<file path="config.mk">
export PLATFORM = sky130hd
export DESIGN_NAME = frame_packer
export DESIGN_NICKNAME = d
export VERILOG_FILES = /design/src/logic/adc_capture_pkg.sv /design/src/logic/frame_packer.sv
export SDC_FILE = /design/constraint.sdc
export NUM_CORES = 1
export LEC_CHECK = 0
export BUFFER_PORTS_ARGS = -buffer_cell sky130_fd_sc_hd__buf_4
export CORE_ASPECT_RATIO = 2
export CORE_MARGIN = 4
export CORE_UTILIZATION = 40
export CTS_CLUSTER_DIAMETER = 30
export DETAILED_ROUTE_END_ITERATION = 10
export GPL_ROUTABILITY_DRIVEN = 1
export PLACE_DENSITY = 0.77
export SYNTH_ARGS = -nofsm -noshare
export SYNTH_HDL_FRONTEND = slang
export SYNTH_SLANG_ARGS = --single-unit
</file>
<file path="constraint.sdc">
create_clock -name clk -period 2.55 [get_ports clk]
set_clock_uncertainty 0.15 [all_clocks]
set_input_delay 0.255 -clock clk [delete_from_list [all_inputs] [get_ports clk]]
set_output_delay 0.255 -clock clk [all_outputs]
set_load 0.05 [all_outputs]
</file>
<file path="src/logic/adc_capture_pkg.sv">
package adc_capture_pkg;

  // one signed ADC sample
  typedef logic signed [7:0] sample_t;

  // four samples of one channel in one clock, lane 0 in the top byte
  typedef union packed {
    sample_t [0:3] lanes;
    logic [31:0]   raw;
  } sample_word_u;

  // capture controller phases
  localparam logic [1:0] CAP_IDLE    = 2'd0;
  localparam logic [1:0] CAP_WRITE   = 2'd1;
  localparam logic [1:0] CAP_READ    = 2'd2;
  localparam logic [1:0] CAP_BACKOFF = 2'd3;

  // cycles from a buffer read strobe to its data
  localparam int BUF_LATENCY = 2;

  // buffer source codes
  localparam logic [1:0] SRC_ADC0_I = 2'd0;
  localparam logic [1:0] SRC_ADC0_Q = 2'd1;
  localparam logic [1:0] SRC_ADC1_I = 2'd2;
  localparam logic [1:0] SRC_ADC1_Q = 2'd3;

endpackage

</file>
<file path="src/logic/frame_packer.sv">
module frame_packer #(
  parameter int FRAME_BITS = 4
) (
  input  logic                          clk,
  input  logic                          rst,
  input  logic [1:0]                    phase,
  input  logic                          rd_valid,
  input  adc_capture_pkg::sample_word_u rd_word0,
  input  adc_capture_pkg::sample_word_u rd_word1,
  output logic                          tx_valid,
  output logic                          tx_eof,
  output logic [63:0]                   tx_data,
  output logic [15:0]                   frames_sent
);

  logic [FRAME_BITS-1:0] word_cnt;
  logic                  frame_end;

  // last word of a frame
  assign frame_end = rd_valid && (&word_cnt);

  always_ff @(posedge clk) begin
    tx_data <= {rd_word0.raw, rd_word1.raw};
  end

  always_ff @(posedge clk) begin
    if (rst) begin
      tx_valid    <= 1'b0;
      tx_eof      <= 1'b0;
      word_cnt    <= '0;
      frames_sent <= '0;
    end else begin
      tx_valid <= rd_valid;
      tx_eof   <= frame_end;
      // a new capture starts its frames from zero
      if (phase == adc_capture_pkg::CAP_WRITE) begin
        word_cnt <= '0;
      end else if (rd_valid) begin
        word_cnt <= word_cnt + 1'b1;
      end
      if (frame_end) begin
        frames_sent <= frames_sent + 1'b1;
      end
    end
  end

endmodule

</file>
# After elaboration in Yosys (flattened, before gate mapping)
# Index checks and enable logic that the tools add are counted.
# word_totals
wordCells	11
ff_bits	86
out_inout_bits	82
inputBits	69
# op_classes
n_reduce_logical	3
eq_ne	1
n_addsub	2
# ops
cell	n
adder 16 x 1 -> 16 bit, second input constant	1
adder 4 x 1 -> 4 bit, second input constant	1
AND reduction 4 bit	1
== test 2 x 1 -> 1 bit, second input constant	1
OR reduction 2 bit	1
logical AND 1 bit	1

# Logic depth before layout (Yosys ltp)
# depth
ltp_word	2
ltp_mapped	6
mapped_depth_nobuf	5

# Least setup slack after synthesis
# OpenSTA, ideal clock, no wires.
# synth_path
path_type	flip-flop to flip-flop
start	reg frames_sent[3]
end	reg frames_sent[15]
period_less_slack_ps	2173
required_ps	2330
stages_incl_launch_ff	5
slack_ps	377
t_arrival_ps	1953
path_cell_list	dfxtp_1 nand2_1 or4_4 or4_1 a21oi_1
# synth_between
elab_chain_len	1
# synth_lines
element	line	source
start, declared	frame_packer.sv:13	output logic [15:0] frames_sent
start signal, assigned	frame_packer.sv:42	frames_sent <= frames_sent + 1'b1;
adder 16 x 1 -> 16 bit	frame_packer.sv:42	
# No other way between the ends.
# A chain may end at the register's enable or synchronous reset.

# Worst setup path in the final report
# layout_path
start	reg word_cnt[0]
end	reg frames_sent[15]
# layout_between
elab_chain_len	2
# layout_lines
element	line	source
start, declared	frame_packer.sv:16	logic [FRAME_BITS-1:0] word_cnt;
start signal, assigned	frame_packer.sv:39	word_cnt <= word_cnt + 1'b1;
AND reduction 4 bit	frame_packer.sv:20	assign frame_end = rd_valid && (&word_cnt);
logical AND 1 bit	frame_packer.sv:20	
# No other way between the ends.

==> summary.md <==
| Metric | Value |
|---|---|
| Status | finished, final reports clean |
| Finished layout cell area | 4230 µm² |
| Clock latency on the worst-skew pair | 0.35 ns |
| GRT Total Usage | 25.79% |
| Post-synth top area cell | dfxtp_1 |
| WHS Path Cells | 2 |
| RSZ-0062 raised after global routing | false |
| 1st-pass router iterations | 4 |
| Top post-synthesis cells by area | dfxtp_1 (77%), xnor2_1 (3.1%), nor2_1 (2.4%), a21oi_1 (1.6%), xor2_1 (1.6%) |
| Clock buffer depth | 2 |
| Via count | 2150 |
| Worst min path class | input pin to register |
| Crit path time final | 2.037 ns |
| Syn Nets | 242 |
| Pins over their slew limit | 0 |
| Post-synthesis cell area | 2232 µm² |
| IO Pins | 151 |
| Worst-path fanout max | 6 |
| CORE AREA | 5420 µm² |
| DIE AREA | 6912 µm² |
| Clk pin slew, worst setup/hold paths | 0.07 ns |
| Reg-to-reg critical path endpoint | frames_sent[15] |
| Placed Area | 3421 µm² |
| Initial antenna violation count | 1 |
| CP startpoint kind | register |
| Final core occ | 78.05% |
| Top sig layer | met4 |
| MaxCap Viol Count | 0 |
| Layout cells sized above 1 | 41.96% |
| Mean area per synthesized cell | 13.05 µm² |
| Critical path type | register to register |
| Mapped Cells | 171 |
| Initial DRC Count | 74 |
| Root Driver | clkbuf_8 |
| CP arrival | 2.17 ns |
| First-pass GRT wire length | 12.30 mm |
| Sequential fraction of the synthesis area | 77.13% |
| Die Y | 113.6 µm |
| Clock sink total | 86 |
| Area grow syn2layout | 89.52% |
| Nets | 464 |
| Largest net degree at the start of global routing | 20 |
| Hold Startpoint | rd_valid |
| IR Drop Worst-Case VDD | 0.0007317 V |
| Slew HR | 72.13% |
| Dpl hpwl | 4.963 mm |
| # rows | 38 |
| Reg2Reg Setup Slack | 0.51 ns |
| Final setup vio count | 0 |
| Met2 wire length | 4.805 mm |
| GP Congestion | 0.8063 |
| FF-to-FF path depth | 5 |
| Met1 wire length | 2.402 mm |
| CP Capture Type | register |
| Yosys top cell area share | 77.13% |
| Synth Register Bits | 86 |
| Cells after DPL | 378 |
| DR WL/cell | 18.18 µm |
| Vias per inst | 4.684 |
| Required time worst endpoint | 2.68 ns |
| Pleak | 1.928 nW |
| Post-CTS sizing | 0 |
| Final hold violations | 0 |
| Ys Warns | 0 |
| Yosys cell types | 26 |
| Antenna-violating nets left | 0 |
| Met3 wire len | 717 µm |
| Worst-margin pin slew | 0.4142 ns |
| Worst Hold End | tx_valid |
| Port Buf Inserts | 150 |
| Total CTS buffers | 9 |
| GRT overflow | 0 |
| Max Clock Freq | 0.4908 GHz |
| Vias in the first global route | 2324 |
| Period utilization | 79.89% |
| CTS tree | yes |
| Cell Count, Final, Fillers Out | 459 |
| R2R Path Start | word_cnt[0] |
| Width of the die | 60.82 µm |
| PwrDens | 643.3 nW/µm² |
| Starting Density | 41.18% |
| Setup Total Neg Slack | 0 ns |
| Htree depth | 3 |
| DRC | 0 |
| Total Wirelength | 8.344 mm |
| Overall Power | 2.721 mW |
[sequential cells by signal, summed over array words and instances, names as in the netlist]
| signal | count |
|---|---|
| tx_data | 64 |
| tx_eof | 1 |
| frames_sent | 16 |
| tx_valid | 1 |
| word_cnt | 4 |
[critical path, cell delays in order (launching register included)]
cell and delay [ns]:
dfxtp_1 0.38, ha_1 0.20, nand4_1 0.12, or4_4 0.56
or4_1 0.42, a21oi_1 0.15
[logic make-up after synthesis]
logic type | share of synthesized area (%)
AOI/OAI and AO/OA | 3.363
buffers and inverters | 1.569
and+or+nand+nor | 11.66
xor gates and xnor gates | 4.708
muxes | 0.4484
DFF | 77.13
adders and majority gates | 1.121
[metal layers]
metal | GRT usage [%] | vias up
met5 | 0 | -
met4 | 14.47 | 0
met3 | 9.853 | 24
met2 | 47.39 | 119
met1 | 21.95 | 989
li1 | - | 1018
[power breakdown]
part	internal [mW]	total, mW	leakage (nW)	switching [mW]
registers	1.40	1.42	0.718	0.0224
clock network	0.356	0.831	0.0837	0.475
logic	0.201	0.468	1.13	0.268
[worst max path at each step]
stage / to / start / slack, ns
floorplan: frames_sent[15] / frames_sent[3] / 0.38
global placement: frames_sent[15] / word_cnt[0] / 0.57
detailed placement: frames_sent[15] / word_cnt[0] / 0.54
CTS: frames_sent[15] / word_cnt[0] / 0.52
global route: frames_sent[15] / word_cnt[0] / 0.39
finish: frames_sent[15] / word_cnt[0] / 0.51
[synthesized netlist by cell type]
library cell / instances
o31ai_1: 1
xnor2_1: 8
xor2_1: 4
ha_1: 2
mux2i_1: 1
nor3_1: 1
a21oi_1: 7
and4_1: 3
or4_1: 1
dfxtp_1: 86
a21o_1: 1
or4_4: 1
buf_2: 1
nor4b_1: 1
nor2_1: 14
buf_4: 1
nand4_1: 5
nor2b_1: 1
inv_1: 4
clkbuf_1: 2
nor4_1: 3
nand2_1: 8
or3_4: 1
o21ai_0: 5
or3_1: 5
nand3_1: 4
[final cells by class]
cell class / count / area (µm²)
Timing Repair Buffer: 215 / 1774
Fill cell: 307 / 1190
Clock inverter: 5 / 35.03
Tap cell: 60 / 75.07
Clock buffer: 11 / 131.4
Sequential cell: 86 / 1722
Inverter: 4 / 15.01
Antenna cell: 1 / 2.502
Multi-Input combinational cell: 77 / 475.5
[cells in the final DEF (no fill, tap or decap), types with 5 or more instances in the layout]
cell type and count:
o21ai_0 5, nor2_1 14, dfxtp_1 86, nand4_1 5
or3_1 5, dlygate4sd3_1 64, a21oi_1 7, xnor2_1 8
clkbuf_8 9, buf_4 151, nand2_1 8
[stage by stage]
stage | setup WS [ns] | hold slack (ns)
2_1_floorplan | 0.3769 | 0.1327
3_3_place_gp | 0.5736 | 0.2095
3_5_place_dp | 0.5379 | 0.2105
4_1_cts | 0.5154 | 0.02031
5_1_grt | 0.3907 | 0.04357
6_report | 0.5127 | 0.03407
[repair_timing]
item                      in CTS  in global routing
hold endpoints to repair      64                  0
buffers inserted               0                  0
hold buffers                  64                  0
Power figures use the tool's default switching activity.
