===== src/logic/adc_capture_pkg.sv =====
package adc_capture_pkg;

  // one signed ADC sample
  typedef logic signed [7:0] sample_t;

  // four samples of one channel in one clock, lane 0 in the top byte
  typedef union packed {
    sample_t [0:3] lanes;
    logic [31:0]   raw;
  } sample_word_u;

  // capture controller phases
  localparam logic [1:0] CAP_IDLE    = 2'd0;
  localparam logic [1:0] CAP_WRITE   = 2'd1;
  localparam logic [1:0] CAP_READ    = 2'd2;
  localparam logic [1:0] CAP_BACKOFF = 2'd3;

  // cycles from a buffer read strobe to its data
  localparam int BUF_LATENCY = 2;

  // buffer source codes
  localparam logic [1:0] SRC_ADC0_I = 2'd0;
  localparam logic [1:0] SRC_ADC0_Q = 2'd1;
  localparam logic [1:0] SRC_ADC1_I = 2'd2;
  localparam logic [1:0] SRC_ADC1_Q = 2'd3;

endpackage


===== src/logic/capture_control.sv =====
module capture_control #(
  parameter int BACKOFF_BITS = 5
) (
  input  logic       clk,
  input  logic       rst,
  input  logic       auto_run,
  input  logic       write_done,
  input  logic       read_done,
  output logic [1:0] phase
);

  // quiet gap timer, runs only while in backoff
  logic [BACKOFF_BITS-1:0] backoff_timer;

  always_ff @(posedge clk) begin
    if (rst) begin
      phase         <= adc_capture_pkg::CAP_BACKOFF;
      backoff_timer <= '0;
    end else begin
      case (phase)
        adc_capture_pkg::CAP_BACKOFF: begin
          backoff_timer <= backoff_timer + 1'b1;
          // all ones means this is the last backoff cycle
          if (&backoff_timer) begin
            phase <= adc_capture_pkg::CAP_IDLE;
          end
        end

        adc_capture_pkg::CAP_IDLE: begin
          if (auto_run) begin
            phase <= adc_capture_pkg::CAP_WRITE;
          end
        end

        adc_capture_pkg::CAP_WRITE: begin
          if (write_done) begin
            phase <= adc_capture_pkg::CAP_READ;
          end
        end

        adc_capture_pkg::CAP_READ: begin
          if (read_done) begin
            phase         <= adc_capture_pkg::CAP_BACKOFF;
            backoff_timer <= '0;
          end
        end

        default: begin
          phase         <= adc_capture_pkg::CAP_BACKOFF;
          backoff_timer <= '0;
        end
      endcase
    end
  end

endmodule


===== config.mk =====
export PLATFORM = sky130hd
export DESIGN_NAME = capture_control
export DESIGN_NICKNAME = d
export VERILOG_FILES = /design/src/logic/adc_capture_pkg.sv /design/src/logic/capture_control.sv
export SDC_FILE = /design/constraint.sdc
export NUM_CORES = 1
export LEC_CHECK = 0
export BUFFER_PORTS_ARGS = -buffer_cell sky130_fd_sc_hd__clkbuf_2
export CORE_AREA = 10 10 47 49
export DETAILED_ROUTE_END_ITERATION = 8
export DIE_AREA = 0 0 57 59
export GPL_TIMING_DRIVEN = 0
export HOLD_SLACK_MARGIN = 0.15
export PLACE_DENSITY = 0.56
export SLEW_MARGIN = 20
export SYNTH_ARGS = -nofsm -noshare
export SYNTH_HDL_FRONTEND = slang
export SYNTH_SLANG_ARGS = --single-unit

===== constraint.sdc =====
create_clock -name clk -period 2.9 [get_ports clk]
set_input_delay 0.145 -clock clk [delete_from_list [all_inputs] [get_ports clk]]
set_output_delay 0.145 -clock clk [all_outputs]
set_load 0.01 [all_outputs]

After elaboration in Yosys (flattened, before gate mapping)
Cells that the tools add are included.
{ "op_classes": {"n_addsub": 1, "n_eq_ne": 7, "mux": 7, "reduce_logical": 5} }
{ "op_table": {"columns": ["operator", "count"], "rows": [
  ["$pmux W5 S2", 1],
  ["$mux W2", 4],
  ["$ne A2 B2 Y1 const B", 4],
  ["$pmux W2 S4", 1],
  ["$add A5 B1 Y5 const B", 1],
  ["$mux W5", 1],
  ["$reduce_and A5 Y1", 1],
  ["$eq A2 B2 Y1 const B", 2],
  ["$reduce_and A4 Y1", 1],
  ["$eq A2 B1 Y1 const B", 1],
  ["$logic_not A2 Y1", 1],
  ["$reduce_and A2 Y1", 1],
  ["$reduce_bool A2 Y1", 1]
]} }
{ "word_totals": {"ff_bits": 7, "inputBits": 5, "elab_cells": 22} }

Longest topological paths before layout
{ "depth": {"ltp_word": 3, "mapped_depth": 6, "depth_no_buf": 6} }

Least setup slack after synthesis
No wires, ideal clock.
{ "synth_timing": {"path_kind": "register to register", "startpoint": "register phase[0]", "endpoint": "register phase[0]", "setup_ns": 0.072, "t_arrival_ns": 1.432, "required_time_ns": 2.828, "slack_ns": 1.396, "path_stages_with_launch": 6, "path_buffers": 0, "cell_sequence": "dfxtp_1 > inv_1 > ha_1 > nor2b_4 > nor4_4 > mux2i_1"} }
{ "synth_between": {"elab_chain_cells": 3, "elab_cells_between_ends": 10, "classes_between": "eq/ne: 7; mux: 1; reduce/logical: 2"} }
{ "synth_lines": {"columns": ["element", "line_no", "rtl"], "rows": [
  ["start: declaration", "capture_control.sv:9", "output logic [1:0] phase"],
  ["start signal: assignment", "capture_control.sv:17", "phase <= adc_capture_pkg::CAP_BACKOFF;"],
  ["start signal: assignment", "capture_control.sv:25", "phase <= adc_capture_pkg::CAP_IDLE;"],
  ["start signal: assignment", "capture_control.sv:31", "phase <= adc_capture_pkg::CAP_WRITE;"],
  ["$eq A2 B2 Y1, or another cell as far along", "capture_control.sv:20", "case (phase)"],
  ["$ne A2 B2 Y1 (no line)", null, null],
  ["$reduce_and A4 Y1 (no line)", null, null]
]} }
Several ways; a longest one is shown, not always the timed one.
A chain may end at the register's enable or synchronous reset.

Worst setup path in the final report
Ends and elaborated chain as after synthesis.

==> impl_metrics.tcl <==
set metrics [dict create \
    vdd_drop_max_mv 0.382 \
    holdWs_ns 0.242 \
    crit_path_max_incr_delay_ns 0.43 \
    maxSlewViolCount 0 \
    worstPathMaxFanout 7 \
    cpMaxStageDelayCell "dfxtp_1" \
    finish.utilization_pct 37.3 \
    synthCells 47 \
    grt_overflow 0 \
    pwr_density_cell_nw_per_um2 916 \
    n_antenna_cell 0 \
    seqPwrFrac_pct 32.3 \
    cts_setup_buffers 0 \
    first_iter_violations 9 \
    synth_top_family_by_area "simple AND/OR/NAND/NOR gates" \
    crit_required_ns 3.08 \
    ys_types 20 \
    hpwl_um 655 \
    htree_num_levels 1 \
    ys_seq_elements 7 \
    worst_setup_path_end_kind "register" \
    grt_usage_pct 5.67 \
    grt_pass1_wl_um 1450 \
    tightest_slew_ns 0.374 \
    gp_congestion 0.667 \
    synth_edf_count 0 \
    yosys.area_share.simple_pct 28.0 \
    start_kind "register" \
    port_buffers 5 \
    p_clk_share_pct 18.6 \
    io_pins 7 \
    status "completed" \
    clock_sinks 7 \
    final_nets 69 \
    hold_violations 0 \
    fin_setup_tns_ns 0 \
    post-place-cells 68 \
    p_sw_share_pct 38.8 \
    yosysSeqAreaShare_pct 31.0 \
    clk_latency_ns 0.25 \
    synth_ff_type "dfxtp_1" \
    synth_mux_area_share_pct 8.86 \
    clk_pin_slew_ns 0.05 \
    crit_path_cell_trace "inv_1, ha_1, nor2b_4, nor4_4, mux2i_1" \
    synth_fa_ha_area_share_pct 19.4 \
    routedWlPerCell_um 11.4 \
    antenna_found_initial 0 \
    relSlewSlack_pct 75.1 \
    synth_compound_area_share_pct 10.2 \
    core-area_um2 1400 \
    post_dp_cell_area_um2 497 \
    pwr-share-comb_pct 49.2 \
    final_cell_area_um2 523 \
    period_share_pct 55.4 \
    syn_area_um2 452 \
    postSynthAreaPerCell_um2 9.61 \
    rows 14 \
    rsz0062_at_grt "no" \
    die_y_um 59 \
    start_util_pct 32.2 \
    worstPathBufferInverterCount 1 \
    first_pass_iters 5 \
    fin_cells 72 \
    synth-async-reset-ratio_pct 0 \
    cts_buffer_depth 2 \
    cp_top_family "simple AND/OR/NAND/NOR gates" \
    wirelength_um 819 \
    drv_cap 0 \
    cts_tree "built" \
    drc 0 \
    min_path_type "in2reg" \
    die_x_um 57 \
    setup_ws_ns 1.29 \
    syn_to_final_growth_pct 15.8 \
    internal_power_mw 0.293 \
    ctsRootBufferMaster "clkbuf_4" \
    die_area_um2 3360 \
    yosysWarnings 0 \
    synth_area_leader_cell "dfxtp_1" \
    p_leak_nw 0.234 \
    vias 343 \
    pre_cts_ws_ns 1.30 \
    finalSetupViolations 0 \
    drt-vias-per-instance 4.76 \
    grt_max_degree 10 \
    fillers 149 \
    cp.arrival_ns 1.79 \
    period_minus_slack_ns 1.61 \
    yosys.area.top_type_share_pct 31.0 \
    path_class "reg2reg" \
    post_cts_resized 0 \
    finalPower_mw 0.479 \
    hold_buffers 0 \
    cts-buffers-inserted 3 \
    postRouteAntennaNets 0 \
    synth-xor-area-share_pct 0 \
    yosys-top-cells-area "dfxtp_1, ha_1, mux2i_1" \
    drive_gt1_share_pct 21.4 \
    first_global_vias 365 \
    synth_common_cells "dfxtp_1, ha_1, nor2_1" \
    synthesis.nets 59 \
    fin_worst_skew_ns 0.00459 \
    max_freq_mhz 622 \
    p_sw_mw 0.186 \
]
==> cell families after synthesis <==
group,after synthesis
simple gates,19
compound gates,7
fa+ha+maj,7
flops,7
mux,4
buf+inv,3
==> state kept, by name, summed over array words and instances, names as in the netlist <==
| name | count |
|---|---|
| backoff_timer | 5 |
| phase | 2 |
==> power by group through the flow <==
| stage | combinational [mW] | sequential [mW] | clock, mW |
|---|---|---|---|
| detailed placement | 0.238 | 0.157 | 0 |
| global placement | 0.235 | 0.157 | 0 |
| global route | 0.271 | 0.161 | 0.102 |
| floorplan | 0.185 | 0.155 | 0 |
| CTS | 0.238 | 0.155 | 0.0938 |
| finish | 0.236 | 0.155 | 0.0889 |
==> cell usage in the layout (no fill, tap or decap) <==
| master | n |
|---|---|
| a21oi_1 | 2 |
| a22oi_1 | 2 |
| a31oi_1 | 1 |
| and2b_2 | 1 |
| and3_1 | 1 |
| buf_1 | 1 |
| clkbuf_1 | 1 |
| clkbuf_2 | 5 |
| clkbuf_4 | 3 |
| dfxtp_1 | 7 |
| ha_1 | 7 |
| inv_1 | 2 |
| mux2i_1 | 4 |
| nand2_1 | 1 |
| nand3b_1 | 2 |
| nand4_1 | 1 |
| nor2_1 | 7 |
| nor2b_1 | 3 |
| nor2b_4 | 1 |
| nor4_4 | 1 |
| o21ai_0 | 1 |
| o21ba_2 | 1 |
| or3_1 | 1 |
==> worst paths after layout <==
path	startpoint	endpoint	slack, ns	cells past startpoint
max	phase[0]	phase[0]	1.29	5
min	rst	backoff_timer[0]	0.24	2
max reg2reg	phase[0]	phase[0]	1.29	5
min reg2reg	backoff_timer[2]	backoff_timer[2]	0.50	2
==> routing by layer <==
metal | GRT usage (%) | vias to the layer above | part of all wire [%]
met1 | 5.95 | 147 | 50
met2 | 8.22 | 12 | 41
met3 | 2.79 | 3 | 6.0
li1 | - | 181 | -
met5 | 0 | - | 0
met4 | 5.03 | 0 | 3.3
==> final cells by class <==
type                            count  area [um2]  area share [%]
Sequential cell                     7         140            26.8
Inverter                            2        7.51            1.44
Tap cell                           16        20.0            3.83
Timing Repair Buffer                5        25.0            4.78
Buffer                              1        3.75           0.718
Clock buffer                        4        26.3            5.02
Multi-Input combinational cell     37         300            57.4
No activity file was read; power rests on OpenSTA's default activity.
