[config.mk]
export PLATFORM = sky130hd
export DESIGN_NAME = sample_buffer_flat
export DESIGN_NICKNAME = d
export VERILOG_FILES = /design/src/logic/adc_capture_pkg.sv /design/src/logic/buffer_port_if.sv /design/src/logic/sample_buffer.sv /design/src/flat_wrapper.sv
export SDC_FILE = /design/constraint.sdc
export NUM_CORES = 2
export LEC_CHECK = 0
export BUFFER_PORTS_ARGS = -buffer_cell sky130_fd_sc_hd__buf_2
export CAP_MARGIN = 5
export CORE_MARGIN = 10
export CORE_UTILIZATION = 40
export DETAILED_ROUTE_END_ITERATION = 6
export GPL_TIMING_DRIVEN = 0
export PLACE_DENSITY = 0.6
export SYNTH_ARGS = -nofsm -noshare
export SYNTH_HDL_FRONTEND = slang
export SYNTH_MEMORY_MAX_BITS = 65536
export SYNTH_SLANG_ARGS = --single-unit
[constraint.sdc]
create_clock -name clk -period 17.91 [get_ports clk]
set_input_delay 5.373 -clock clk [delete_from_list [all_inputs] [get_ports clk]]
set_output_delay 5.373 -clock clk [all_outputs]
set_load 0.05 [all_outputs]
[src/logic/adc_capture_pkg.sv]
package adc_capture_pkg;

  // one signed ADC sample
  typedef logic signed [7:0] sample_t;

  // four samples of one channel in one clock, lane 0 in the top byte
  typedef union packed {
    sample_t [0:3] lanes;
    logic [31:0]   raw;
  } sample_word_u;

  // capture controller phases
  localparam logic [1:0] CAP_IDLE    = 2'd0;
  localparam logic [1:0] CAP_WRITE   = 2'd1;
  localparam logic [1:0] CAP_READ    = 2'd2;
  localparam logic [1:0] CAP_BACKOFF = 2'd3;

  // cycles from a buffer read strobe to its data
  localparam int BUF_LATENCY = 2;

  // buffer source codes
  localparam logic [1:0] SRC_ADC0_I = 2'd0;
  localparam logic [1:0] SRC_ADC0_Q = 2'd1;
  localparam logic [1:0] SRC_ADC1_I = 2'd2;
  localparam logic [1:0] SRC_ADC1_Q = 2'd3;

endpackage

[src/logic/buffer_port_if.sv]
interface buffer_port_if #(
  parameter int ADDR_BITS = 6
);

  logic                         wr_en;
  logic                         rd_en;
  // shared by both strobes, only one is ever high
  logic [ADDR_BITS-1:0]         addr;
  adc_capture_pkg::sample_word_u wr_data0;
  adc_capture_pkg::sample_word_u wr_data1;

  modport seq (
    output wr_en, rd_en, addr, wr_data0, wr_data1
  );

  modport mem (
    input wr_en, rd_en, addr, wr_data0, wr_data1
  );

endinterface

[src/logic/sample_buffer.sv]
module sample_buffer #(
  parameter int ADDR_BITS = 6
) (
  input  logic                          clk,
  buffer_port_if.mem                    port,
  output logic                          rd_valid,
  output adc_capture_pkg::sample_word_u rd_word0,
  output adc_capture_pkg::sample_word_u rd_word1
);

  localparam int LAT = adc_capture_pkg::BUF_LATENCY;

  logic [31:0] mem0 [2**ADDR_BITS];
  logic [31:0] mem1 [2**ADDR_BITS];

  // read data pipeline, stage 0 is the array output register
  logic [31:0] pipe0 [LAT];
  logic [31:0] pipe1 [LAT];
  logic [LAT-1:0] vld;

  always_ff @(posedge clk) begin
    if (port.wr_en) begin
      mem0[port.addr] <= port.wr_data0.raw;
      mem1[port.addr] <= port.wr_data1.raw;
    end
  end

  always_ff @(posedge clk) begin
    pipe0[0] <= mem0[port.addr];
    pipe1[0] <= mem1[port.addr];
    vld[0]   <= port.rd_en;
    for (int s = 1; s < LAT; s++) begin
      pipe0[s] <= pipe0[s-1];
      pipe1[s] <= pipe1[s-1];
      vld[s]   <= vld[s-1];
    end
  end

  assign rd_valid     = vld[LAT-1];
  assign rd_word0.raw = pipe0[LAT-1];
  assign rd_word1.raw = pipe1[LAT-1];

endmodule

[src/flat_wrapper.sv]
// flat-port wrapper written by rule: the top's interface ports become plain ports
module sample_buffer_flat 
#(
  parameter int ADDR_BITS = 6
)
  (clk, rd_valid, rd_word0, rd_word1, port_wr_en, port_rd_en, port_addr, port_wr_data0, port_wr_data1);
  buffer_port_if #(.ADDR_BITS(ADDR_BITS)) port_i ();
  input  logic clk;
  output logic rd_valid;
  output adc_capture_pkg::sample_word_u rd_word0;
  output adc_capture_pkg::sample_word_u rd_word1;
  input wire logic [$bits(port_i.wr_en)-1:0] port_wr_en;
  input wire logic [$bits(port_i.rd_en)-1:0] port_rd_en;
  input wire logic [$bits(port_i.addr)-1:0] port_addr;
  input wire logic [$bits(port_i.wr_data0)-1:0] port_wr_data0;
  input wire logic [$bits(port_i.wr_data1)-1:0] port_wr_data1;
  assign port_i.wr_en = port_wr_en;
  assign port_i.rd_en = port_rd_en;
  assign port_i.addr = port_addr;
  assign port_i.wr_data0 = port_wr_data0;
  assign port_i.wr_data1 = port_wr_data1;
  sample_buffer #(.ADDR_BITS(ADDR_BITS)) u_core (.clk(clk), .port(port_i), .rd_valid(rd_valid), .rd_word0(rd_word0), .rd_word1(rd_word1));
endmodule
==> Word-level counts from Yosys, hierarchy flattened <==
Memories as Yosys holds them, arrays and structs flattened.
Cells that the tools add are included.
{ "totals": {"ff_bits": 2, "ramBits": 4224, "input_bits": 73, "output_inout_bits": 65, "word_cells": 7, "mem_count": 4} }
{ "classes": {"n_mux": 2} }
{ "mem_list": {"columns": ["name", "depth", "width", "rd", "rd_clocked_by_memory_dff", "write_ports", "line_no", "source"], "rows": [
  ["u_core.mem0", 64, 32, 1, 0, 1, "sample_buffer.sv:13", "logic [31:0] mem0 [2**ADDR_BITS];"],
  ["u_core.mem1", 64, 32, 1, 0, 1, "sample_buffer.sv:14", "logic [31:0] mem1 [2**ADDR_BITS];"],
  ["u_core.pipe0", 2, 32, 2, 0, 2, "sample_buffer.sv:17", "logic [31:0] pipe0 [LAT];"],
  ["u_core.pipe1", 2, 32, 2, 0, 2, "sample_buffer.sv:18", "logic [31:0] pipe1 [LAT];"]
]} }
{ "ops": {"columns": ["op", "count"], "rows": [
  ["1-bit 2-to-1 mux", 2]
]} }

==> Longest topological paths before layout <==
{ "depth": {"word_depth": 2, "depth_mapped": 11, "mapped_depth_nobuf": 6} }

==> Worst setup path before layout <==
OpenSTA, ideal clock, no wires.
{ "synth_timing": {"kind": "input -> register", "from": "input port_addr[0]", "to": "memory u_core.mem0[13][0], enable pin", "setup_time_ns": 0.487, "arrival_ns": 9.372, "t_required_ns": 17.423, "slack_ns": 8.051, "stages": 8, "path_buffers": 5, "path_cell_list": "buf_6 buf_6 nor2b_4 clkbuf_1 buf_2 buf_2 nand3_1 nor2_1"} }
{ "synth_lines": {"columns": ["element", "line_no", "source"], "rows": [
  ["from (decl)", "flat_wrapper.sv:14", "input wire logic [$bits(port_i.addr)-1:0] port_addr;"],
  ["to (decl)", "sample_buffer.sv:13", null]
]} }
No word-level cell before the write port.

==> summary.md <==
| Metric | Value |
|---|---|
| Die width | roughly 650 um |
| Post-synth top cells | edfxtp_1, a22oi_1, mux2i_1, o22ai_1, clkbuf_1 |
| Clock-pin slew on the worst setup and hold paths | roughly 0.06 ns |
| Number of synthesized flops with an enable pin | roughly 4100 |
| Violated checks | DRC, capacitance limit |
| Nets@finish | 9598 |
| Root Driver | clkbuf_16 |
| Fmax | roughly 100 MHz |
| Hpwl dp | ~350000 um |
| Worst-skew pair later-pin latency | between 1 and 1.5 ns |
| Post-synth net total | between 8000 and 9000 |
| Worst Path Max Fanout | 11 |
| Post-synth top area cell | edfxtp_1 |
| Crit path kind | primary input to flip-flop |
| Via count of the routed design | about 94000 |
| Leak | between 50 and 60 nW |
| Ports | ~140 |
| Clock sinks | approximately 4200 |
| Warnings from Yosys | 0 |
| Main area contributors after synthesis | edfxtp_1, a22oi_1, mux2i_1 |
| Resize count post-CTS | 0 |
| Multi-input combinational cell area | around 30000 um^2 |
| Iteration-0 DRC Markers | approximately 16000 |
| H-tree levels | 5 |
| Core ar. | 393000 um^2 |
| Worst Path Required | between 15 and 20 ns |
| CTS tree | yes |
| Vias per cell | a little over 6 |
| Cell count after synthesis | just under 9000 |
| FF+latch area | 126000 um^2 |
| RD Place Congestion | about 0.92 |
| Status | complete, but fails checks |
| Startpoint Class | primary input |
| Peak VDD IR | between 90 and 100 uV |
| Vias in the first global route | a little over 90000 |
| Final-report setup violation count | 0 |
| Critical path endpoint category | flip-flop |
| RR Endpoint | u_core.pipe0[0][0]$_DFF_P_ |
| Rel. slew slack | 0.532% |
| Final slew viol count | 0 |
| Mean area per synthesized cell | ~18 um^2 |
| Postcts setup bufs | 0 |
| Initial Utilization | 40.2% |
| Most common cell in the netlist | edfxtp_1 |
| Synth Flop Type | edfxtp_1 |
| Largest net degree at the start of global routing | 65 |
| Power per Cell Area | around 120 nW/um^2 |
| Die ar. | ~420000 um^2 |
| Max-Cap Viols | 1 |
| Crit path capture | u_core.pipe0[0][0]$_DFF_P_ |
| Drc violations | 10 |
| FF-to-FF path depth | 4 |
| DRT Wirelength | between 500000 and 600000 um |
| CTS Buffer Depth | 4 |
| Rows | 230 |
| # fillers | 32800 |
| FFs w/ async S/R, synth | 0% |
| RSZ-0062 raised after global routing | false |
| Sequential element share of the synthesized area | about 80% |
| Count of cell types in the netlist | 62 |
| Reg2reg setup slack | 14.63 ns |
| CTS Hold Bufs | 0 |
| Mapped cell area | 158000 um^2 |
| DR pass1 iterations | 7 |
| Final ANT Viol Nets | 0 |
| Period minus WS final | about 10 ns |
| Initial antenna violation count | 62 |
| First-pass GRT wire length | between 700000 and 800000 um |
| Die Y-Extent | ~650 um |
| Share of the synthesized area in the top cell type | 77.7% |
| Final Hold Viols | 0 |
| WL/cell | 34.5 um |
| Min-Delay Path Class | flip-flop to flip-flop |
| Dpl ws | roughly 7.4 ns |
| Final period utilization | a little under three fifths |
| Layout cell share with drive strength beyond 1 | approximately 17% |
| Yosys reg bits | about 4200 |
| Grt ovf | 0 |
| Setup TNS | 0 ns |
| Arr. time, crit path | between 10 and 15 ns |
| Setup WS post-layout | 7.92 ns |
| Area growth from synthesis to layout | 16.6% |
| Hold slack | approximately 0.32 ns |
| Fin Clk Skew | around 0.042 ns |
| Overall global routing resource usage | between 20% and 30% |
| Setup crit start | port_addr[1] |
| Crit Reg-Reg Startpoint | u_core.mem0[12][0]$_DFFE_PP_ |
| Worst-margin pin slew | approximately 1.5 ns |
| CTS buffer count | 419 |
| I/O Buffers | between 100 and 150 |
==> area by class of cell <==
| class | instances | area share [%] |
|---|---|---|
| flip-flops and latches | 4226 | 68.1 |
| multi-input cells | 3803 | 16.1 |
| clock buffers | 495 | 5.97 |
| well taps | 5220 | 3.54 |
| repair buffers | 344 | 2.68 |
| plain buffers | 702 | 1.88 |
| clock inverters | 280 | 1.63 |
| inverters | 29 | 0.0590 |
| diodes | 40 | 0.0543 |
==> per-stage QoR <==
stage / cell area (um^2) / total power [mW] / instances / util [%]
after floorplan: 158000 / 11.8 / 8760 / -
after global placement: 165000 / 12.4 / 14100 / 42.1
after detailed placement: 170000 / 12.5 / 14300 / 43.2
after CTS: 184000 / 21.3 / 15100 / 46.8
after global routing: 184000 / 21.8 / 15100 / 46.9
final: 184000 / 21.3 / 15100 / 46.9
==> cells in the final DEF, fill, tap and decap left out, types with 40 or more instances in the layout <==
master        n
a22o_1       89
nand2_1     236
nor3_1      107
buf_12      159
nor2_1      193
o22ai_1     344
buf_2       346
o211ai_1     87
nor2_4       66
bufinv_16    55
mux2_2      167
o221ai_1     63
o21ai_0     148
a221o_1      84
clkbuf_16   426
diode_2      40
a21oi_1     292
buf_4       118
dfxtp_1     130
buf_1        53
clkinv_2     82
mux2_1       68
a22oi_1     716
mux2i_1     380
clkbuf_1    360
edfxtp_1   4096
a222oi_1    112
a221oi_1    253
clkinv_1     87
mux4_2       91
==> critical path: stages <==
cell and delay (ns):
buf_2 0.17, buf_6 0.27, inv_1 0.39, buf_2 0.48, buf_1 0.53, clkbuf_1 0.73, a221oi_1 0.45, nor3_1 0.08
a2111oi_0 1.07, nand4_1 0.97
==> metal layers <==
layer  vias up  global-route usage (%)  wire (um)
li1      38000                       -          -
met1     48300                    30.3     191000
met2      6190                    36.8     237000
met3      1233                    6.07      58400
met4        24                    13.6      35600
met5         -                       0        146
==> sequential cells by signal, summed over array words and instances (netlist names) <==
signal / cells
u_core.mem0: 2048
u_core.vld: 2
u_core.pipe1: 64
u_core.mem1: 2048
u_core.pipe0: 64
==> report_power, final <==
part	switching, mW	internal [mW]	total (mW)
clock	3.80	5.19	8.99
sequential	0.0307	11.0	11.0
combinational	0.990	0.343	1.33
==> worst min-delay path by stage <==
| stage | from | to | slack, ns | cells past startpoint |
|---|---|---|---|---|
| after floorplan | u_core.pipe0[0][0]$_DFF_P_ | u_core.pipe0[0][32]$_DFF_P_ | 0.31 | 0 |
| after CTS | u_core.pipe0[0][29]$_DFF_P_ | u_core.pipe0[0][61]$_DFF_P_ | 0.33 | 0 |
| after detailed placement | u_core.pipe0[0][29]$_DFF_P_ | u_core.pipe0[0][61]$_DFF_P_ | 0.31 | 0 |
| after global placement | u_core.pipe0[0][11]$_DFF_P_ | u_core.pipe0[0][43]$_DFF_P_ | 0.31 | 0 |
| after global routing | u_core.pipe0[0][2]$_DFF_P_ | u_core.pipe0[0][34]$_DFF_P_ | 0.33 | 0 |
| final | u_core.pipe0[0][12]$_DFF_P_ | u_core.pipe0[0][44]$_DFF_P_ | 0.32 | 0 |
==> logic make-up (layout without fill, tap and decap cells) <==
logic type / Yosys count / in the layout / share of synthesized area [%]
flops: 4226 / 4226 / 79.4
compound gates: 2350 / 2350 / 10.9
simple gates: 747 / 747 / 2.13
buf+inv: 731 / 1850 / 2.26
mux: 706 / 706 / 5.37
other cells: 0 / 40 / 0
Note: power is estimated with default switching activity, not from simulation.
