<file path="config.mk">
export PLATFORM = sky130hd
export DESIGN_NAME = overrange_monitor
export DESIGN_NICKNAME = d
export VERILOG_FILES = /design/src/logic/overrange_monitor.sv
export SDC_FILE = /design/constraint.sdc
export NUM_CORES = 1
export LEC_CHECK = 0
export BUFFER_PORTS_ARGS = -buffer_cell sky130_fd_sc_hd__buf_2
export CAP_MARGIN = 40
export CORE_UTILIZATION = 45
export DETAILED_ROUTE_END_ITERATION = 6
export PLACE_DENSITY_LB_ADDON = 0.12
export SYNTH_ARGS = -nofsm -noshare
export SYNTH_HDL_FRONTEND = slang
export SYNTH_SLANG_ARGS = --single-unit
</file>
<file path="constraint.sdc">
create_clock -name clk -period 3.5 [get_ports clk]
set_input_delay 0.175 -clock clk [delete_from_list [all_inputs] [get_ports clk]]
set_output_delay 0.175 -clock clk [all_outputs]
set_load 0.02 [all_outputs]
</file>
<file path="src/logic/overrange_monitor.sv">
module overrange_monitor (
  input  logic        clk,
  input  logic        rst,
  input  logic [1:0]  adc0_ovr_i,
  input  logic [1:0]  adc0_ovr_q,
  input  logic [1:0]  adc1_ovr_i,
  input  logic [1:0]  adc1_ovr_q,
  output logic [31:0] ovr_count_i0,
  output logic [31:0] ovr_count_q0,
  output logic [31:0] ovr_count_i1,
  output logic [31:0] ovr_count_q1
);

  // one bit per channel, set if either flag of its pair is up
  logic [3:0]  hit;
  logic [31:0] cnt [4];

  assign hit = {|adc1_ovr_q, |adc1_ovr_i, |adc0_ovr_q, |adc0_ovr_i};

  // plain wrapping counters
  always_ff @(posedge clk) begin
    for (int c = 0; c < 4; c++) begin
      if (rst) begin
        cnt[c] <= '0;
      end else if (hit[c]) begin
        cnt[c] <= cnt[c] + 1'b1;
      end
    end
  end

  assign ovr_count_i0 = cnt[0];
  assign ovr_count_q0 = cnt[1];
  assign ovr_count_i1 = cnt[2];
  assign ovr_count_q1 = cnt[3];

endmodule

</file>
-- Yosys cells after proc, flatten, opt, wreduce, memory -nomap -nowiden
Memory sizes are Yosys's and may differ from the RTL's.
Index checks and enable logic that the tools add are counted.
- flip-flop bits (word level): 0
- latch bits: 0
- bits in writable memories: 128
- memory bits (read-only): 0
- input port bits: 10
- output and inout bits: 128
- memories: 1
- memories (memory ; depth ; width ; read ports ; clocked after memory_dff ; wr ports ; RTL line ; source):
    cnt ; 4 ; 32 ; 4 ; 0 ; 4 ; 16 ; logic [31:0] cnt [4];
- add/sub/neg operators: 4
- $mul: 0
- divide/modulo/power cells: 0
- magnitude comparators: 0
- eq/ne operators: 0
- shift operators: 0
- multiplexer cells: 18
- bitwise gates (word level): 4
- reduce and logical (&&, ||, !) cells: 4
- operators with widths (kind ; count):
    $add 32x1->32 const B ; 4
    $mux 32 ; 4
    $mux 1 ; 14
    $reduce_or 2->1 ; 4
    $or 1x1->1 ; 4

-- Depth between registers and ports, before layout
Gate-level depths: netlist of run 1.
- depth after elaboration: 5
- mapped depth: 7

-- Least setup slack after synthesis of run 1
OpenSTA, ideal clock, no wires.
- path type: register -> register
- from: memory cnt[1][0]
- to: memory cnt[1][28] (data pin)
- setup time: 0.147 ns
- data arrival time: 2.177 ns
- required time: 3.353 ns
- slack: 1.177 ns
- stages on the path, launching flop included: 7
- clock period less this slack: 2.323 ns
- path through: edfxtp_1 -> ha_1 -> nand4_2 -> or4_1 -> clkbuf_2 -> or4_1 -> a21oi_1
- RTL lines (what ; RTL line):
    from (decl) ; 16

==> results.toml, run 1 <==
[run_status]
status = "completed"

[timing]
hold_slack_ns = 0.2933
worst_pin_slew_ns = 0.7274
fmax_mhz = 393.8
final-hold-violation-count = 0
fin_crit_ns = 2.539
worst_clock_skew_ns = 0.009068
relSlewSlack_pct = 51.23
post-route-period-util_pct = 72.55
slew_viol_final = 0
finalSetupViolCount = 0
setup_tns_ns = 0
rsz0062_at_grt = "no"

[setup_path]
cp-end-kind = "flip-flop"
reg2reg_slack_ns = 0.96
required_ns = 3.75
rr_startpoint = "cnt[2][0]$_SDFFCE_PN0P_"
worstSetupPathType = "reg -> reg"
start_kind = "flip-flop"
cp-endpoint = "cnt[2][28]$_SDFFCE_PN0P_"
crit_start = "cnt[2][0]$_SDFFCE_PN0P_"
crit_fanout = 15
r2r_cells = 5
worstPathArrival_ns = 2.79
reg2reg_to = "cnt[2][28]$_SDFFCE_PN0P_"

[placed_design]
place_hpwl_um = 11570
placed_area_um2 = 8063
io_buffer_count = 137
gp_congestion = 0.7931
place_inst = 1020

[floorplan]
die_w_um = 128.7
start_util_pct = 46.82
dieArea_um2 = 16560
coreArea_um2 = 15430
io_pins = 138
chipHeight_um = 128.7
core.rowCount = 45

[run]
maxCapViolations = 0

[drt]
firstDrtPassIters = 5
vias = 6227
drt_iter0_markers = 612
wl_um = 17520
drc = 0
viasPerCell = 5.919
antenna_left = 0
wire_per_inst_um = 16.65

[grt]
antenna_found_initial = 1
grt_pass1_wl_um = 28010
track_usage_pct = 21.25
grt_remaining_overflow = 0
grt_pass1_vias = 5768
grt_max_degree = 33

[power_and_ir_drop]
p_leak_nw = 3.112
power_density_nw_per_um2 = 470.4
ir_worst_vdd_mv = 0.3250

[synth]
ys_seq_area_share_pct = 53.21
yosysUniqueCellTypes = 34
syn_area_um2 = 7223
syn_nets = 718
synth_warnings = 0
synth_seq_cells = 128
postSynthAreaPerCell_um2 = 10.26
synthCells = 704

[clock_tree]
cts_inserted_buffers = 17
holdBufCountCts = 0
ctsHtreeMaxLevel = 4
clkTransAtPathRegs_ns = 0.06
clk_latency_ns = 0.41
clk_path_buf_depth = 2
postCtsResizedCells = 0
clock-sinks = 128
postCtsSetupBuffers = 0
cts_tree = "built"
cts-root-buf = "clkbuf_16"

[final_layout]
reg_top3 = "cnt (128)"
fill_cells = 1405
fin_cells = 1052
largest-register = "cnt"
post-route-util_pct = 55.86
layout_commonest_cell = "buf_2"
nets = 842
largest_reg_flops = 128
layout_common_cells = "137 x buf_2, 128 x edfxtp_1, 68 x a21oi_1, 57 x nor2_1, 51 x nand2_1"
drive_gt1_share_pct = 21.43
syn_to_final_growth_pct = 19.30
final_area_um2 = 8617

[worst_hold_path]
hold_class = "in -> reg"
[power by group]
| part | total, mW | internal, mW | switching, mW | leakage, nW |
|---|---|---|---|---|
| registers | 1.94 | 1.80 | 0.140 | 1.48 |
| clock network | 1.69 | 1.03 | 0.661 | 0.264 |
| logic | 0.418 | 0.138 | 0.280 | 1.37 |
[per-layer routing]
| layer | vias to the layer above | GRT usage [%] | routed length (um) | share of wire [%] |
|---|---|---|---|---|
| li1 | 2991 | - | - | - |
| met1 | 3032 | 27.97 | 8047 | 46 |
| met2 | 193 | 34.63 | 8428 | 48 |
| met3 | 11 | 4.532 | 920 | 5.3 |
| met4 | 0 | 7.682 | 125 | 0.71 |
| met5 | - | 0 | 0 | 0 |
[cells in the mapped netlist]
cell	number	area [um2]
nand2_1	51	191.4
nand4_2	1	12.51
o41ai_1	2	17.52
o21ai_0	24	120.1
o31ai_1	42	315.3
ha_1	4	50.05
buf_2	3	15.01
nand4b_1	1	8.760
nand4bb_1	1	11.26
or4_4	1	11.26
clkbuf_1	30	112.6
a21oi_1	68	340.3
nand4_1	30	187.7
nor4_1	12	75.07
and3_1	13	81.33
or4b_2	2	20.02
nor3_1	9	45.04
or3_1	39	244.0
mux2i_1	10	100.1
nand3_2	1	10.01
xor2_1	18	157.7
xnor2_1	24	210.2
and4_1	14	122.6
and2_1	6	37.54
or4_1	46	345.3
o21bai_1	1	7.510
nor2_1	57	214.0
buf_6	1	11.26
edfxtp_1	128	3844
or2_2	5	31.28
inv_1	20	75.07
buf_1	2	7.510
nand3_1	37	185.2
clkbuf_2	1	5.000
[worst min-delay path by stage]
stage / cells after the start / endpoint / startpoint / slack [ns]
final: 4 / cnt[0][1]$_SDFFCE_PN0P_ / adc0_ovr_i[0] / 0.29
after floorplan: 3 / cnt[0][1]$_SDFFCE_PN0P_ / adc0_ovr_i[0] / 0.48
after CTS: 4 / cnt[0][1]$_SDFFCE_PN0P_ / adc0_ovr_i[0] / 0.29
after global placement: 1 / cnt[3][0]$_SDFFCE_PN0P_ / cnt[3][0]$_SDFFCE_PN0P_ / 0.59
after global routing: 4 / cnt[0][1]$_SDFFCE_PN0P_ / adc0_ovr_i[0] / 0.33
after detailed placement: 1 / cnt[3][0]$_SDFFCE_PN0P_ / cnt[3][0]$_SDFFCE_PN0P_ / 0.60
[through the flow]
stage / worst slack [ns] / total power, mW
6_report: 0.9609 / 4.053
5_1_grt: 0.7932 / 4.197
4_1_cts: 0.9656 / 4.084
3_5_place_dp: 1.018 / 2.391
3_3_place_gp: 1.107 / 2.376
2_1_floorplan: 1.177 / 2.215
[critical path, stage by stage, from the launching register on]
cell and delay [ns]:
edfxtp_1 0.43, ha_1 0.24, nand4_1 0.23, or4_1 0.78, or4_1 0.51, a21oi_1 0.19
[kinds of logic after synthesis]
family,Yosys count,synth area share (%)
buffers and inverters,57,3.135
multiplexers,10,1.386
AND/OR/NAND/NOR,326,25.39
flip-flops,128,53.21
AO/OA/AOI/OAI,137,11.09
XOR/XNOR,42,5.093
adder cells (fa/ha/maj),4,0.6929
[area by class of cell]
class	count	area, um2	area share [%]
Antenna cell	1	2.502	0.02904
Clock buffer	18	429.2	4.980
Clock inverter	13	122.6	1.423
Inverter	20	75.07	0.8712
Multi-Input combinational cell	519	3157	36.63
Sequential cell	128	3844	44.61
Tap cell	211	264.0	3.064
Timing Repair Buffer	142	723.2	8.393
(Power assumes the default switching activity.)
==> run 2: changes to the inputs <==
==> constraint.sdc (replaced) <==
create_clock -name clk -period 2.6 [get_ports clk]
set_input_delay 0.13 -clock clk [delete_from_list [all_inputs] [get_ports clk]]
set_output_delay 0.13 -clock clk [all_outputs]
set_load 0.02 [all_outputs]
==> results.toml, run 2 (synthesis results as in run 1) <==
[final_layout]
n_antenna_cell = 0
nets = 849
fin_cells = 1059
layout_common_cells = "137 x buf_2, 128 x edfxtp_1, 68 x a21oi_1, 57 x nor2_1, 51 x nand2_1"
largest_reg_flops = 128
drive_gt1_share_pct = 21.46
reg_top3 = "cnt (128)"
layout_commonest_cell = "buf_2"
largest-register = "cnt"
syn_to_final_growth_pct = 19.80
fill_cells = 1420

[setup_path]
path_cells = "ha_1 > nand4_2 > or4_1 > or4_1 > a21oi_1"
required_ns = 2.87
crit_slowest_cell = "or4_1"
reg2reg_to = "cnt[1][26]$_SDFFCE_PN0P_"
path_buf_inv = 0
start_kind = "flip-flop"
crit_family = "simple AND/OR/NAND/NOR gates"
worstSetupPathDepth = 5
cpPeakStageDelay_ns = 0.76
worstPathArrival_ns = 2.74
reg2reg_slack_ns = 0.13
crit_start = "cnt[1][0]$_SDFFCE_PN0P_"
crit_fanout = 16
worstSetupPathType = "reg -> reg"
cp-end-kind = "flip-flop"
rr_startpoint = "cnt[1][0]$_SDFFCE_PN0P_"
cp-endpoint = "cnt[1][26]$_SDFFCE_PN0P_"
r2r_cells = 5
cp_common_cell = "or4_1"

[timing]
finalSetupViolCount = 0
fmax_mhz = 404.9
worst_clock_skew_ns = 0.008888
fin_crit_ns = 2.470
worst_pin_slew_ns = 0.7024
rsz0062_at_grt = "no"
setup_tns_ns = 0
final-hold-violation-count = 0
slew_viol_final = 0
relSlewSlack_pct = 53.18
post-route-period-util_pct = 94.98

[power_and_ir_drop]
power_density_nw_per_um2 = 626.2
p_leak_nw = 3.142
ir_worst_vdd_mv = 0.4321

[drt]
vias = 6244
firstDrtPassIters = 5
wire_per_inst_um = 16.39
wl_um = 17360
viasPerCell = 5.896
antenna_left = 0
drt_iter0_markers = 506
drc = 0

[floorplan]
coreArea_um2 = 15430
io_pins = 138
die_w_um = 128.7
dieArea_um2 = 16560
start_util_pct = 46.82
core.rowCount = 45
chipHeight_um = 128.7

[placed_design]
gp_congestion = 0.8097
io_buffer_count = 137
place_hpwl_um = 11560
place_inst = 1027

[grt]
grt_max_degree = 33
grt_remaining_overflow = 0
track_usage_pct = 21.64
grt_pass1_wl_um = 28310
grt_pass1_vias = 5826
antenna_found_initial = 0

[worst_hold_path]
min_from = "adc0_ovr_i[0]"
hold_class = "in -> reg"
hold_depth = 4

[clock_tree]
cts_inserted_buffers = 17
postCtsResizedCells = 0
holdBufCountCts = 0
cts-root-buf = "clkbuf_16"
clk_latency_ns = 0.41
clkTransAtPathRegs_ns = 0.06
clk_path_buf_depth = 2
postCtsSetupBuffers = 0
ctsHtreeMaxLevel = 4
clock-sinks = 128
cts_tree = "built"

[run_status]
status = "completed"

[run]
maxCapViolations = 0
[run 2: power breakdown]
group          internal [mW]  total, mW  leakage, nW  switching, mW
Clock                   1.39       2.24        0.263          0.850
Sequential              2.43       2.61         1.48          0.185
Combinational          0.188      0.567         1.40          0.379
Total                   4.00       5.42         3.14           1.41
[run 2: layout make-up]
type | instances | area (um2) | share of cell area [%]
Inverter | 20 | 75.07 | 0.8676
Clock buffer | 22 | 444.2 | 5.133
Clock inverter | 10 | 93.84 | 1.084
Timing Repair Buffer | 149 | 775.7 | 8.965
Sequential cell | 128 | 3844 | 44.42
Tap cell | 211 | 264.0 | 3.051
Multi-Input combinational cell | 519 | 3157 | 36.48
[run 2: worst register-to-register path: cells and delay by family (launching register included)]
family / cells / cell delay, ns
AOI/OAI and AO/OA: 1 / 0.15
DFF: 1 / 0.44
adders and majority gates: 1 / 0.28
and+or+nand+nor: 3 / 1.44
[run 2: metrics by stage]
stage               setup slack [ns]  total power, mW  util, %  cell area (um2)  hold WS [ns]
floorplan                     0.2766            2.982        -             7223        0.4315
finish                        0.1305            5.419    56.09             8653        0.2388
CTS                           0.1553            5.452    56.09             8653        0.2414
global route                 0.03179            5.620    56.09             8653        0.3043
detailed placement            0.1923            3.222    52.60             8115        0.6307
global placement              0.2696            3.200    52.60             8115        0.6283
[run 2: worst min-delay path by stage]
stage	endpoint	slack, ns
CTS	cnt[0][1]$_SDFFCE_PN0P_	0.24
global placement	cnt[3][0]$_SDFFCE_PN0P_	0.63
detailed placement	ovr_count_i0[31]	0.63
floorplan	cnt[0][1]$_SDFFCE_PN0P_	0.43
global route	cnt[0][1]$_SDFFCE_PN0P_	0.30
finish	cnt[0][1]$_SDFFCE_PN0P_	0.24
[run 2: per-layer routing]
| layer | up-vias | part of all wire [%] | track usage, % |
|---|---|---|---|
| met5 | - | 0 | 0 |
| li1 | 2996 | - | - |
| met4 | 0 | 1.0 | 8.166 |
| met1 | 3063 | 46 | 27.83 |
| met2 | 170 | 48 | 35.29 |
| met3 | 15 | 5.4 | 5.405 |
==> run 3: changes to the inputs <==
--- a/config.mk
+++ b/config.mk
@@ -9,6 +9,7 @@
 export CAP_MARGIN = 40
 export CORE_UTILIZATION = 45
 export DETAILED_ROUTE_END_ITERATION = 6
+export HOLD_SLACK_MARGIN = 0.05
 export PLACE_DENSITY_LB_ADDON = 0.12
 export SYNTH_ARGS = -nofsm -noshare
 export SYNTH_HDL_FRONTEND = slang
==> constraint.sdc (replaced) <==
create_clock -name clk -period 2.7 [get_ports clk]
set_input_delay 0.135 -clock clk [delete_from_list [all_inputs] [get_ports clk]]
set_output_delay 0.135 -clock clk [all_outputs]
set_load 0.02 [all_outputs]
==> results.toml, run 3 (synthesis results as in run 1) <==
[drt]
vias = 6245
firstDrtPassIters = 5
antenna_left = 0
drt_iter0_markers = 564
wl_um = 17220
wire_per_inst_um = 16.31
viasPerCell = 5.914
drc = 0

[worst_hold_path]
worstHoldEndpoint = "cnt[0][1]$_SDFFCE_PN0P_"
min_from = "adc0_ovr_i[0]"
hold_depth = 4
hold_class = "in -> reg"

[final_layout]
fill_cells = 1421
largest-register = "cnt"
layout_common_cells = "137 x buf_2, 128 x edfxtp_1, 68 x a21oi_1, 57 x nor2_1, 51 x nand2_1"
reg_top3 = "cnt (128)"
layout_commonest_cell = "buf_2"
syn_to_final_growth_pct = 19.44
nets = 848
largest_reg_flops = 128
seq_area_um2 = 3844
drive_gt1_share_pct = 21.54
n_antenna_cell = 0
multi_input_area_um2 = 3157
fin_cells = 1056

[timing]
post-route-period-util_pct = 93.58
fmax_mhz = 395.8
final-hold-violation-count = 0
relSlewSlack_pct = 52.68
rsz0062_at_grt = "no"
layout_setup_ws_ns = 0.1734
setup_tns_ns = 0
hold_slack_ns = 0.2024
worst_pin_slew_ns = 0.7072
finalSetupViolCount = 0
slew_viol_final = 0
worst_clock_skew_ns = 0.007119
fin_crit_ns = 2.527

[clock_tree]
postCtsSetupBuffers = 0
holdBufCountCts = 0
cts_inserted_buffers = 17
cts-root-buf = "clkbuf_16"
cts_tree = "built"
clock-sinks = 128
postCtsResizedCells = 0
ctsHtreeMaxLevel = 4
clkTransAtPathRegs_ns = 0.06
clk_latency_ns = 0.42
clk_path_buf_depth = 2

[placed_design]
pre_cts_ws_ns = 0.2197
place_hpwl_um = 11500
place_inst = 1026
gp_congestion = 0.8010
io_buffer_count = 137

[power_and_ir_drop]
p_sw_share_pct = 26.57
p_int_mw = 3.743
p_leak_nw = 3.135
power.total_mw = 5.098
ir_worst_vdd_mv = 0.4096
power_density_nw_per_um2 = 591.0
switchingPower_mw = 1.355
p_clk_share_pct = 39.9
seqPwrFrac_pct = 49.3
power_frac_comb_pct = 10.7

[floorplan]
coreArea_um2 = 15430
die_w_um = 128.7
chipHeight_um = 128.7
dieArea_um2 = 16560
io_pins = 138
core.rowCount = 45
start_util_pct = 46.82

[setup_path]
start_kind = "flip-flop"
reg2reg_slack_ns = 0.17
crit_slowest_cell = "or4_1"
worstSetupPathType = "reg -> reg"
rr_startpoint = "cnt[1][0]$_SDFFCE_PN0P_"
path_cells = "ha_1 > nand4_2 > or4_1 > or4_1 > a21oi_1"
worstPathArrival_ns = 2.80
cpPeakStageDelay_ns = 0.80
reg2reg_to = "cnt[1][28]$_SDFFCE_PN0P_"
required_ns = 2.98
cp_common_cell = "or4_1"
cp-end-kind = "flip-flop"
crit_fanout = 16
r2r_cells = 5

[grt]
grt_max_degree = 33
grt_pass1_vias = 5783
grt_pass1_wl_um = 28150
track_usage_pct = 21.54
grt_remaining_overflow = 0
antenna_found_initial = 0

[run_status]
status = "completed"

[run]
maxCapViolations = 0
run 3: how the worst max path moves through the flow:
stage | end | cells past startpoint | startpoint | slack, ns
after floorplan | cnt[1][28]$_SDFFCE_PN0P_ | 6 | cnt[1][0]$_SDFFCE_PN0P_ | 0.38
after global placement | cnt[1][28]$_SDFFCE_PN0P_ | 5 | cnt[1][0]$_SDFFCE_PN0P_ | 0.30
after detailed placement | cnt[1][26]$_SDFFCE_PN0P_ | 5 | cnt[1][0]$_SDFFCE_PN0P_ | 0.22
after CTS | cnt[1][26]$_SDFFCE_PN0P_ | 5 | cnt[1][0]$_SDFFCE_PN0P_ | 0.21
after global routing | cnt[1][26]$_SDFFCE_PN0P_ | 5 | cnt[1][0]$_SDFFCE_PN0P_ | 0.02
final | cnt[1][28]$_SDFFCE_PN0P_ | 5 | cnt[1][0]$_SDFFCE_PN0P_ | 0.17
run 3: critical path, delay by kind of cell, from the launching register on:
family	cells	cell delay, ns
flip-flops	1	0.44
adder cells (fa/ha/maj)	1	0.25
AO/OA/AOI/OAI	1	0.15
AND/OR/NAND/NOR	3	1.53
run 3: power groups by stage:
stage	combinational [mW]	sequential, mW	clock, mW
2_1_floorplan	0.195	2.68	0
3_3_place_gp	0.543	2.54	0
3_5_place_dp	0.552	2.55	0
4_1_cts	0.553	2.51	2.08
5_1_grt	0.597	2.54	2.15
6_report	0.547	2.52	2.04
run 3: layout make-up:
cell class                      instances  area share, %
Clock inverter                         12         0.8992
Tap cell                              211          3.060
Sequential cell                       128          44.55
Multi-Input combinational cell        519          36.59
Timing Repair Buffer                  148          9.050
Inverter                               20         0.8702
Clock buffer                           18          4.975
run 3: layer usage:
| layer | vias up | wire [um] | global-route usage, % |
|---|---|---|---|
| met2 | 210 | 8243 | 34.24 |
| met1 | 3018 | 7755 | 28.75 |
| met4 | 0 | 227 | 8.304 |
| met3 | 20 | 993 | 4.823 |
| li1 | 2997 | - | - |
| met5 | - | 0 | 0 |
run 3: per-stage QoR:
step | utilization, % | instance area [um2]
floorplan | - | 7223
global placement | 52.64 | 8120
detailed placement | 52.64 | 8120
CTS | 55.92 | 8627
global route | 55.92 | 8627
finish | 55.92 | 8627
